===== src/common/perceptron_pkg.sv =====
`default_nettype none

package perceptron_pkg;

  localparam int n_features = 4;
  localparam int feature_width = 8;
  localparam int word_width = 16;

  typedef logic signed [feature_width-1:0] feature_t;
  typedef logic signed [word_width-1:0] word_t;
  typedef word_t delta_t;

  typedef struct packed {
    feature_t value;
    logic last;
    logic train;
    logic target;
  } feature_beat_t;

  // value[0] holds the first beat of the sample
  typedef struct packed {
    feature_t [n_features-1:0] value;
    logic train;
    logic target;
  } sample_t;

  typedef struct packed {
    word_t sum;
    logic train;
    logic target;
  } argument_t;

  typedef struct packed {
    logic [7:0] activation;
    logic train;
    logic target;
  } activation_t;

  typedef struct packed {
    logic [7:0] activation;
    logic signed [1:0] error;
  } prediction_t;

endpackage

`default_nettype wire


===== src/perceptron/threshold.sv =====
`timescale 1ns/1ps
`default_nettype none

module threshold (
  input  logic clock,
  input  logic reset,

  input  logic argument_valid,
  input  perceptron_pkg::argument_t argument,
  output logic argument_ready,

  output logic result_valid,
  output perceptron_pkg::activation_t result,
  input  logic result_ready,

  input  logic error_valid,
  input  perceptron_pkg::delta_t error,
  output logic error_ready,

  output logic propagate_valid,
  output perceptron_pkg::delta_t propagate,
  input  logic propagate_ready
);
  import perceptron_pkg::*;

  typedef enum logic [1:0] {s_argument, s_result, s_error, s_propagate} state_t;

  state_t state;
  argument_t held;

  assign argument_ready = state == s_argument;
  assign error_ready = state == s_error;

  always_ff @(posedge clock) begin
    if (reset) begin
      state <= s_argument;
    end else begin
      case (state)
        s_argument: begin
          if (argument_valid) begin
            state <= s_result;
          end
        end
        s_result: begin
          if (result_valid && result_ready) begin
            // only training samples wait for an error
            if (held.train) begin
              state <= s_error;
            end else begin
              state <= s_argument;
            end
          end
        end
        s_error: begin
          if (error_valid) begin
            state <= s_propagate;
          end
        end
        s_propagate: begin
          if (propagate_valid && propagate_ready) begin
            state <= s_argument;
          end
        end
      endcase
    end
  end

  always_ff @(posedge clock) begin
    if (argument_valid && argument_ready) begin
      held <= argument;
    end
  end

  always_ff @(posedge clock) begin
    if (reset) begin
      result_valid <= 1'b0;
    end else if (state == s_result) begin
      if (!result_valid) begin
        result_valid <= 1'b1;
      end else if (result_ready) begin
        result_valid <= 1'b0;
      end
    end
  end

  // sign rule, zero counts as positive
  always_ff @(posedge clock) begin
    if (state == s_result && !result_valid) begin
      result.activation <= (held.sum >= 0) ? 8'hff : 8'h00;
      result.train <= held.train;
      result.target <= held.target;
    end
  end

  always_ff @(posedge clock) begin
    if (reset) begin
      propagate_valid <= 1'b0;
    end else if (error_valid && error_ready) begin
      propagate_valid <= 1'b1;
    end else if (propagate_valid && propagate_ready) begin
      propagate_valid <= 1'b0;
    end
  end

  always_ff @(posedge clock) begin
    if (error_valid && error_ready) begin
      propagate <= error;
    end
  end

endmodule

`default_nettype wire


===== src/perceptron/weighted_sum.sv =====
`timescale 1ns/1ps
`default_nettype none

module weighted_sum #(
  parameter int n_features = perceptron_pkg::n_features
) (
  input  logic clock,
  input  logic reset,

  input  logic sample_valid,
  input  perceptron_pkg::sample_t sample,
  output logic sample_ready,

  output logic argument_valid,
  output perceptron_pkg::argument_t argument,
  input  logic argument_ready,

  input  logic propagate_valid,
  input  perceptron_pkg::delta_t propagate,
  output logic propagate_ready
);
  import perceptron_pkg::*;

  localparam int acc_width = 32;
  localparam int idx_width = (n_features > 1) ? $clog2(n_features) : 1;
  localparam logic signed [acc_width-1:0] word_max = 2 ** (word_width - 1) - 1;
  localparam logic signed [acc_width-1:0] word_min = -(2 ** (word_width - 1));

  typedef enum logic [1:0] {s_idle, s_mac, s_out, s_update} state_t;

  state_t state;
  sample_t held;
  word_t weights [n_features];
  word_t bias;
  word_t next_weights [n_features];
  word_t next_bias;
  logic signed [acc_width-1:0] acc;
  logic signed [acc_width-1:0] mac_sum;
  logic [idx_width-1:0] idx;

  function automatic word_t saturate(input logic signed [acc_width-1:0] value);
    if (value > word_max) begin
      return word_t'(word_max);
    end else if (value < word_min) begin
      return word_t'(word_min);
    end
    return word_t'(value);
  endfunction

  assign sample_ready = state == s_idle;
  assign propagate_ready = state == s_update;

  always_comb begin
    logic signed [acc_width-1:0] grown;
    feature_t x;
    x = held.value[idx];
    mac_sum = acc + weights[idx] * x;
    // learning rule: w += delta * x, bias += delta
    for (int i = 0; i < n_features; i++) begin
      x = held.value[i];
      grown = weights[i] + propagate * x;
      next_weights[i] = saturate(grown);
    end
    grown = bias + propagate;
    next_bias = saturate(grown);
  end

  always_ff @(posedge clock) begin
    if (reset) begin
      state <= s_idle;
      argument_valid <= 1'b0;
      idx <= '0;
      bias <= '0;
      for (int i = 0; i < n_features; i++) begin
        weights[i] <= '0;
      end
    end else begin
      case (state)
        s_idle: begin
          if (sample_valid) begin
            idx <= '0;
            state <= s_mac;
          end
        end
        s_mac: begin
          idx <= idx + 1'b1;
          if (idx == idx_width'(n_features - 1)) begin
            argument_valid <= 1'b1;
            state <= s_out;
          end
        end
        s_out: begin
          if (argument_ready) begin
            argument_valid <= 1'b0;
            if (held.train) begin
              state <= s_update;
            end else begin
              state <= s_idle;
            end
          end
        end
        s_update: begin
          if (propagate_valid) begin
            weights <= next_weights;
            bias <= next_bias;
            state <= s_idle;
          end
        end
      endcase
    end
  end

  // accumulator starts at the bias, last step writes the saturated sum
  always_ff @(posedge clock) begin
    if (sample_valid && sample_ready) begin
      held <= sample;
      acc <= bias;
    end else if (state == s_mac) begin
      acc <= mac_sum;
      argument <= '{sum: saturate(mac_sum), train: held.train, target: held.target};
    end
  end

endmodule

`default_nettype wire


===== src/source/error_unit.sv =====
`timescale 1ns/1ps
`default_nettype none

module error_unit (
  input  logic clock,
  input  logic reset,

  input  logic result_valid,
  input  perceptron_pkg::activation_t result,
  output logic result_ready,

  output logic prediction_valid,
  output perceptron_pkg::prediction_t prediction,
  input  logic prediction_ready,

  output logic error_valid,
  output perceptron_pkg::delta_t error,
  input  logic error_ready
);
  import perceptron_pkg::*;

  logic training;
  logic signed [1:0] error_value;

  // one sample in flight until its error has gone back
  assign result_ready = !prediction_valid && !error_valid;

  always_comb begin
    if (result.target && result.activation == 8'h00) begin
      error_value = 2'sd1;
    end else if (!result.target && result.activation == 8'hff) begin
      error_value = -2'sd1;
    end else begin
      error_value = 2'sd0;
    end
  end

  always_ff @(posedge clock) begin
    if (reset) begin
      prediction_valid <= 1'b0;
      error_valid <= 1'b0;
    end else if (result_valid && result_ready) begin
      prediction_valid <= 1'b1;
    end else if (prediction_valid && prediction_ready) begin
      prediction_valid <= 1'b0;
      error_valid <= training;
    end else if (error_valid && error_ready) begin
      error_valid <= 1'b0;
    end
  end

  always_ff @(posedge clock) begin
    if (result_valid && result_ready) begin
      prediction.activation <= result.activation;
      prediction.error <= result.train ? error_value : 2'sd0;
      training <= result.train;
    end
  end

  // prediction holds until the next result, so the delta can come from it
  assign error = delta_t'($signed(prediction.error));

endmodule

`default_nettype wire


===== src/source/perceptron_top.sv =====
`timescale 1ns/1ps
`default_nettype none

module perceptron_top #(
  parameter int n_features = perceptron_pkg::n_features
) (
  input  logic clock,
  input  logic reset,

  input  logic feature_valid,
  input  perceptron_pkg::feature_beat_t feature,
  output logic feature_ready,

  output logic prediction_valid,
  output perceptron_pkg::prediction_t prediction,
  input  logic prediction_ready
);
  import perceptron_pkg::*;

  logic sample_valid;
  logic sample_ready;
  sample_t sample;

  logic argument_valid;
  logic argument_ready;
  argument_t argument;

  logic result_valid;
  logic result_ready;
  activation_t result;

  logic error_valid;
  logic error_ready;
  delta_t error;

  logic propagate_valid;
  logic propagate_ready;
  delta_t propagate;

  sample_loader loader (
    .clock(clock),
    .reset(reset),
    .feature_valid(feature_valid),
    .feature(feature),
    .feature_ready(feature_ready),
    .sample_valid(sample_valid),
    .sample(sample),
    .sample_ready(sample_ready)
  );

  weighted_sum #(
    .n_features(n_features)
  ) sum (
    .clock(clock),
    .reset(reset),
    .sample_valid(sample_valid),
    .sample(sample),
    .sample_ready(sample_ready),
    .argument_valid(argument_valid),
    .argument(argument),
    .argument_ready(argument_ready),
    .propagate_valid(propagate_valid),
    .propagate(propagate),
    .propagate_ready(propagate_ready)
  );

  threshold activation (
    .clock(clock),
    .reset(reset),
    .argument_valid(argument_valid),
    .argument(argument),
    .argument_ready(argument_ready),
    .result_valid(result_valid),
    .result(result),
    .result_ready(result_ready),
    .error_valid(error_valid),
    .error(error),
    .error_ready(error_ready),
    .propagate_valid(propagate_valid),
    .propagate(propagate),
    .propagate_ready(propagate_ready)
  );

  error_unit output_side (
    .clock(clock),
    .reset(reset),
    .result_valid(result_valid),
    .result(result),
    .result_ready(result_ready),
    .prediction_valid(prediction_valid),
    .prediction(prediction),
    .prediction_ready(prediction_ready),
    .error_valid(error_valid),
    .error(error),
    .error_ready(error_ready)
  );

endmodule

`default_nettype wire


===== src/source/sample_loader.sv =====
`timescale 1ns/1ps
`default_nettype none

module sample_loader (
  input  logic clock,
  input  logic reset,

  input  logic feature_valid,
  input  perceptron_pkg::feature_beat_t feature,
  output logic feature_ready,

  output logic sample_valid,
  output perceptron_pkg::sample_t sample,
  input  logic sample_ready
);
  import perceptron_pkg::*;

  logic take_beat;

  // no new beats while a full sample waits
  assign feature_ready = !sample_valid;
  assign take_beat = feature_valid && feature_ready;

  always_ff @(posedge clock) begin
    if (reset) begin
      sample_valid <= 1'b0;
    end else if (take_beat && feature.last) begin
      sample_valid <= 1'b1;
    end else if (sample_valid && sample_ready) begin
      sample_valid <= 1'b0;
    end
  end

  // shift in from the top so the first beat lands in value[0]
  always_ff @(posedge clock) begin
    if (take_beat) begin
      sample.value <= {feature.value, sample.value[n_features-1:1]};
      if (feature.last) begin
        sample.train <= feature.train;
        sample.target <= feature.target;
      end
    end
  end

endmodule

`default_nettype wire

===== config.mk =====
export PLATFORM = sky130hd
export DESIGN_NAME = perceptron_top
export DESIGN_NICKNAME = d
export VERILOG_FILES = /design/src/common/perceptron_pkg.sv /design/src/perceptron/threshold.sv /design/src/perceptron/weighted_sum.sv /design/src/source/error_unit.sv /design/src/source/perceptron_top.sv /design/src/source/sample_loader.sv
export SDC_FILE = /design/constraint.sdc
export NUM_CORES = 1
export LEC_CHECK = 0
export ABC_CLOCK_PERIOD_IN_PS = 8000
export BUFFER_PORTS_ARGS = -buffer_cell sky130_fd_sc_hd__clkbuf_2
export CAP_MARGIN = 25
export CORE_AREA = 2 2 284 230
export CTS_CLUSTER_SIZE = 30
export DETAILED_ROUTE_END_ITERATION = 10
export DIE_AREA = 0 0 286 232
export HOLD_SLACK_MARGIN = 0.1
export PLACE_DENSITY = 0.44
export SLEW_MARGIN = 20
export SYNTH_ARGS = -nofsm -noshare
export SYNTH_HDL_FRONTEND = slang
export SYNTH_SLANG_ARGS = --single-unit

===== constraint.sdc =====
create_clock -name clock -period 8 [get_ports clock]
set_clock_uncertainty 0.1 [all_clocks]
set_input_delay 1.2 -clock clock [delete_from_list [all_inputs] [get_ports clock]]
set_output_delay 1.2 -clock clock [all_outputs]
set_load 0.05 [all_outputs]

# == After elaboration in Yosys (flattened, before gate mapping) ==
# Index checks and enable logic that the tools add are counted.
# totals
reg_bits,251
# classes
addsub,7
multipliers,5
order_cmp,15
n_eq_ne,16
muxes,69
bitwise_logic,4
n_reduce_logical,36
# ops
op,n
16-bit two-way mux,20
32-bit by 16-bit > comparator with 1-bit output (second input constant),6
32-bit by 16-bit < comparator with 1-bit output (second input constant),6
16-bit by 10-bit adder with 17-bit output,4
32-bit two-way mux,2
2-bit by 8-bit multiplier with 10-bit output,4
32-bit adder,1
16-bit binary-select mux with 2-bit select,1
1-bit two-way mux,27
16-bit by 8-bit multiplier with 24-bit output,1
2-bit two-way mux,12
16-bit by 2-bit adder with 17-bit output,1
8-bit binary-select mux with 2-bit select,1
16-bit by 1-bit greater-or-equal comparator with 1-bit output (second input constant),1
8-bit two-way mux,2
2-bit one-hot mux with 4 select lines,2
2-bit nonzero test,7
1-bit logical AND,12
2-bit by 1-bit != test with 1-bit output (second input constant),6
2-bit == test (second input constant),5
2-bit AND reduction,5
8-bit == test (second input constant),1
8-bit zero test,1
4-bit AND reduction,2
other kinds (13),22

# == Longest topological paths before layout ==
# logic_depth
word_depth,12
ltp_mapped,35

# == Cells and area by module ==
# Synthesis repeated with hierarchy kept, for this count alone.
# hier_totals
cells_unflattened,3827
area_unflattened_um2,37224.5
# modules_own_cells
module,instances,cells_per_inst,area_per_inst_um2
weighted_sum,1,3690,34608.2
sample_loader,1,41,1092.3
threshold,1,51,937.1
error_unit,1,45,586.8

# == Worst setup path before layout ==
# Ideal clock, no wire load.
# synth_timing
path_kind,register to register
start,register sum.idx[0]
end,register sum.acc[30] (data pin)
setup_time_ps,268
arrival_ps,8037
t_required_ps,7632
setup_slack_ps,-405
path_stages_with_launch,32
n_path_buf,3
period_less_slack_ps,8405
cell_sequence,dfxtp_1 > clkbuf_1 > buf_1 > mux2_2 > o21ai_1 > clkbuf_1 > nor2_1 > fa_1 > fa_1 > fa_1 > inv_1 > fa_1 > inv_1 > ha_1 > a21o_1 > a211oi_1 > nor2_1 > o41ai_1 > o211a_1 > nor3_1 > or3b_2 > ha_1 > nand2_1 > o211ai_1 > a21o_1 > a21oi_1 > o221ai_1 > o21ai_0 > a21oi_1 > xor2_1 > nand2_1 > nand2_1
# synth_between
elab_chain_cells,8
elab_cells_between_ends,10
cone_classes,1 x add/sub; 1 x mul; 7 x mux; 1 x bitwise
# synth_rtl
element,line_no,source
"start, declared",weighted_sum.sv:39,logic [idx_width-1:0] idx;
"start signal, assigned",weighted_sum.sv:86,idx <= idx + 1'b1;
2-bit inverter with 3-bit output (not written as such),weighted_sum.sv:57,mac_sum = acc + weights[idx] * x;
16-bit binary-select mux with 2-bit select,weighted_sum.sv:57,
16-bit two-way mux (not written as such) (2 in series),weighted_sum.sv:57,
16-bit by 8-bit multiplier with 24-bit output (*),weighted_sum.sv:57,
32-bit adder (*),weighted_sum.sv:57,
32-bit two-way mux (*),weighted_sum.sv:118,end else if (state == s_mac) begin
32-bit two-way mux (*),weighted_sum.sv:115,if (sample_valid && sample_ready) begin
"end signal, assigned",weighted_sum.sv:117,acc <= bias;
"end signal, assigned",weighted_sum.sv:119,acc <= mac_sum;
"end, declared",weighted_sum.sv:37,logic signed [acc_width-1:0] acc;
# Every way passes the cells marked *; elsewhere a longest branch is shown, timed or not. The select of a mux whose other input is x is not followed.
# A chain may end at the register's enable or synchronous reset.

# == Worst setup path after layout ==
# layout_timing
start,register sum.idx[0]
end,register sum.acc[31] (data pin)
# The elaborated chain is that of the path after synthesis.

==> flow_summary.yaml <==
status:
  status: "finished, final reports clean"
placed_design:
  port_buffers: 26
  dp_slack_ps: 180.8
  place.gp.congestion: 0.8489
  dp_hpwl_um: 43270
clock_tree:
  worstSkewPairLatency_ps: 570
  h-tree-depth: 1
  cts_tree: "built"
  clockBufferDepth: 3
  clk_pin_slew_ps: 60
  root_buffer: "clkbuf_16"
  cts_buffers: 28
  cts_sinks: 207
global_route:
  grt_max_degree: 77
  gr-total-overflow: 0
  antenna_found_initial: 4
  grt_pass1_wl_um: 87420
  grt_usage_pct: 16.66
  grt_pass1_vias: 15430
cells_and_area:
  num_antenna_cells: 0
  finalNetCount: 2600
  drive_gt1_share_pct: 9.347
  utilization_pct: 35.59
  areaGrowthSynthToFinish_pct: 12.53
floorplanning:
  start_util_pct: 31.62
  dieArea_mm2: 0.06635
  ios: 27
  row_count: 83
  core_area_mm2: 0.06356
  die_x_um: 286
  fp.dieH_um: 232
worst_setup_path:
  cp_num_buf_inv: 5
  crit_path_start_kind: "flop"
  path_delay_family: "adder cells"
  cp.required_ps: 8180
  criticalPathCategory: "reg2reg"
  cp_slowest_stage_delay_ps: 620
  slowest_stage: "mux4_2"
  crit_fanout: 12
  cp.arrival_ps: 7800
  end_kind: "flop"
sta:
  slew_headroom_pct: 42.53
  tightestPinTransition_ps: 858.9
  rsz0062_at_grt: "no"
  max_clock_freq_mhz: 131.2
  fin_ws_ps: 377.8
  report.final.slew_viol_count: 0
  layout_min_cycle_time_ps: 7622
  setup-tns-final_ps: 0
  fin_crit_sh_pct: 95.28
  setup_viol: 0
  hold_violations: 0
yosys:
  syn_inst: 2221
  synth-edff-count: 115
  synth_cell_types: 74
  async_reset_ff_share_pct: 0
  synth_top_area_cell: "edfxtp_1"
  syn-mean-instance-area_um2: 9.049
  synth_nets: 2575
  synthFlopType: "edfxtp_1"
  synth_top_area_share_pct: 17.18
  netlist_area_mm2: 0.02010
  ys_seq_elements: 207
  yosysSeqAreaShare_pct: 26.35
  synthTopCellsByArea: "edfxtp_1, fa_1, ha_1"
  yosysWarnings: 0
power:
  vdd_drop_max_v: 0.0001650
  power_density_mw_per_mm2: 155.2
  power.leakage_nw: 9.995
  power_mw: 3.509
detailed_routing:
  vias: 15720
  dr.pass1.iters: 5
  drc: 0
  antenna_left: 0
  drt_iter0_drc: 829
  post_drt_wl_per_cell_um: 17.96
  wirelength_um: 56010
  viasPerCell: 5.040
min_path:
  hold_class: "reg2reg"
job:
  cap_violations: 0
[final cells by class]
cell class | count | area (µm²)
fillers | 6569 | 40940
well taps | 850 | 1064
clock buffers | 31 | 743.2
inverters | 296 | 1111
clock inverters | 21 | 290.3
multi-input cells | 1616 | 13410
repair buffers | 97 | 706.9
flip-flops and latches | 207 | 5296
[registers in the layout, indices dropped and copies added, names as in the netlist, 2 cells and up, named ones only]
register	flops
sum.bias	16
loader.sample	34
sum.acc	32
output_side.error	2
sum.idx	2
activation.result	3
sum.state	2
activation.held	3
sum.argument	3
sum.weights	64
activation.propagate	2
sum.held	34
[placed cells by master (no fill, tap or decap), types with 10 or more instances in the layout]
cell type,netlist,routed
nand4_1,11,11
fa_1,137,137
xnor2_1,63,62
dfxtp_1,92,91
clkbuf_2,0,28
inv_1,296,295
ha_1,202,201
nand2b_1,46,46
o211ai_1,13,13
mux4_2,23,23
a31oi_1,17,17
nor3_1,35,35
or3_1,18,18
clkbuf_16,0,29
maj3_1,30,30
nor2_1,114,112
a221o_1,12,12
o21ai_0,136,133
buf_4,7,62
and3_1,19,19
and2_1,93,93
nor2b_1,15,14
o21a_1,23,23
xor2_1,46,46
a211oi_1,15,15
o21bai_1,10,10
a21oi_1,132,130
nand2_1,202,202
edfxtp_1,115,115
a21o_1,35,35
nand3_1,35,35
or2_2,12,12
[power breakdown]
part | switching [mW] | internal [mW] | total [mW]
Clock | 0.515 | 0.891 | 1.41
Sequential | 0.0340 | 1.21 | 1.25
Combinational | 0.494 | 0.361 | 0.855
Total | 1.04 | 2.47 | 3.51
[timing repair]
item	in CTS	in global routing
endpoints found under the setup margin	0	5
hold buffers	0	0
buffers inserted	0	11
gates resized for setup	0	17
[path summary, 6_finish.rpt]
check | slack [ps] | startpoint | depth (start not counted) | end
worst min-delay path | 320 | loader.sample[2] | 0 | sum.held[2]
worst min register to register | 320 | loader.sample[2] | 0 | sum.held[2]
worst max-delay path | 380 | sum.idx[0] | 26 | sum.acc[31]
worst max register to register | 380 | sum.idx[0] | 26 | sum.acc[31]
[logic make-up after synthesis]
kind of cell,Yosys count,share of synthesized area (%)
flip-flops,207,26.35
AO/OA/AOI/OAI,483,15.40
multiplexers,29,2.895
buffers and inverters,400,7.632
XOR/XNOR,109,4.750
adder cells (fa/ha/maj),369,27.72
AND/OR/NAND/NOR,624,15.26
[layer usage]
metal	GRT usage, %	vias to the layer above	wire length (µm)
met3	3.006	69	2853
met2	25.69	244	24190
met5	0	-	0
met1	24.16	7714	28030
li1	-	7689	-
met4	3.665	0	940
[cell usage after synthesis (all sizes together), types with 23 or more instances]
cell type / n
o21ai: 140
inv: 296
ha: 202
nand3: 35
a21o: 35
a21oi: 132
nor2: 114
fa: 137
mux4: 23
nand2: 202
and2: 94
xor2: 46
maj3: 30
xnor2: 63
edfxtp: 115
o21a: 23
clkbuf: 88
nand2b: 46
dfxtp: 92
nor3: 35
[stage by stage]
step | hold WS (ps) | cell area (µm²) | cells
after global placement | 303.1 | 21340 | 3048
after floorplan | 300.3 | 20100 | 2221
after detailed placement | 304.5 | 21350 | 3050
after global routing | 320.0 | 22620 | 3118
after CTS | 318.5 | 22390 | 3102
final | 317.9 | 22620 | 3118
[worst register-to-register path, delay by kind of cell (launching register included)]
family                   cells  cell delay (ps)
AND/OR/NAND/NOR              3              730
XOR/XNOR                     1              210
AO/OA/AOI/OAI               10             2060
buffers and inverters        5              520
multiplexers                 1              620
flip-flops                   1              400
adder cells (fa/ha/maj)      6             2700
Note: power is estimated with default switching activity, not from simulation.
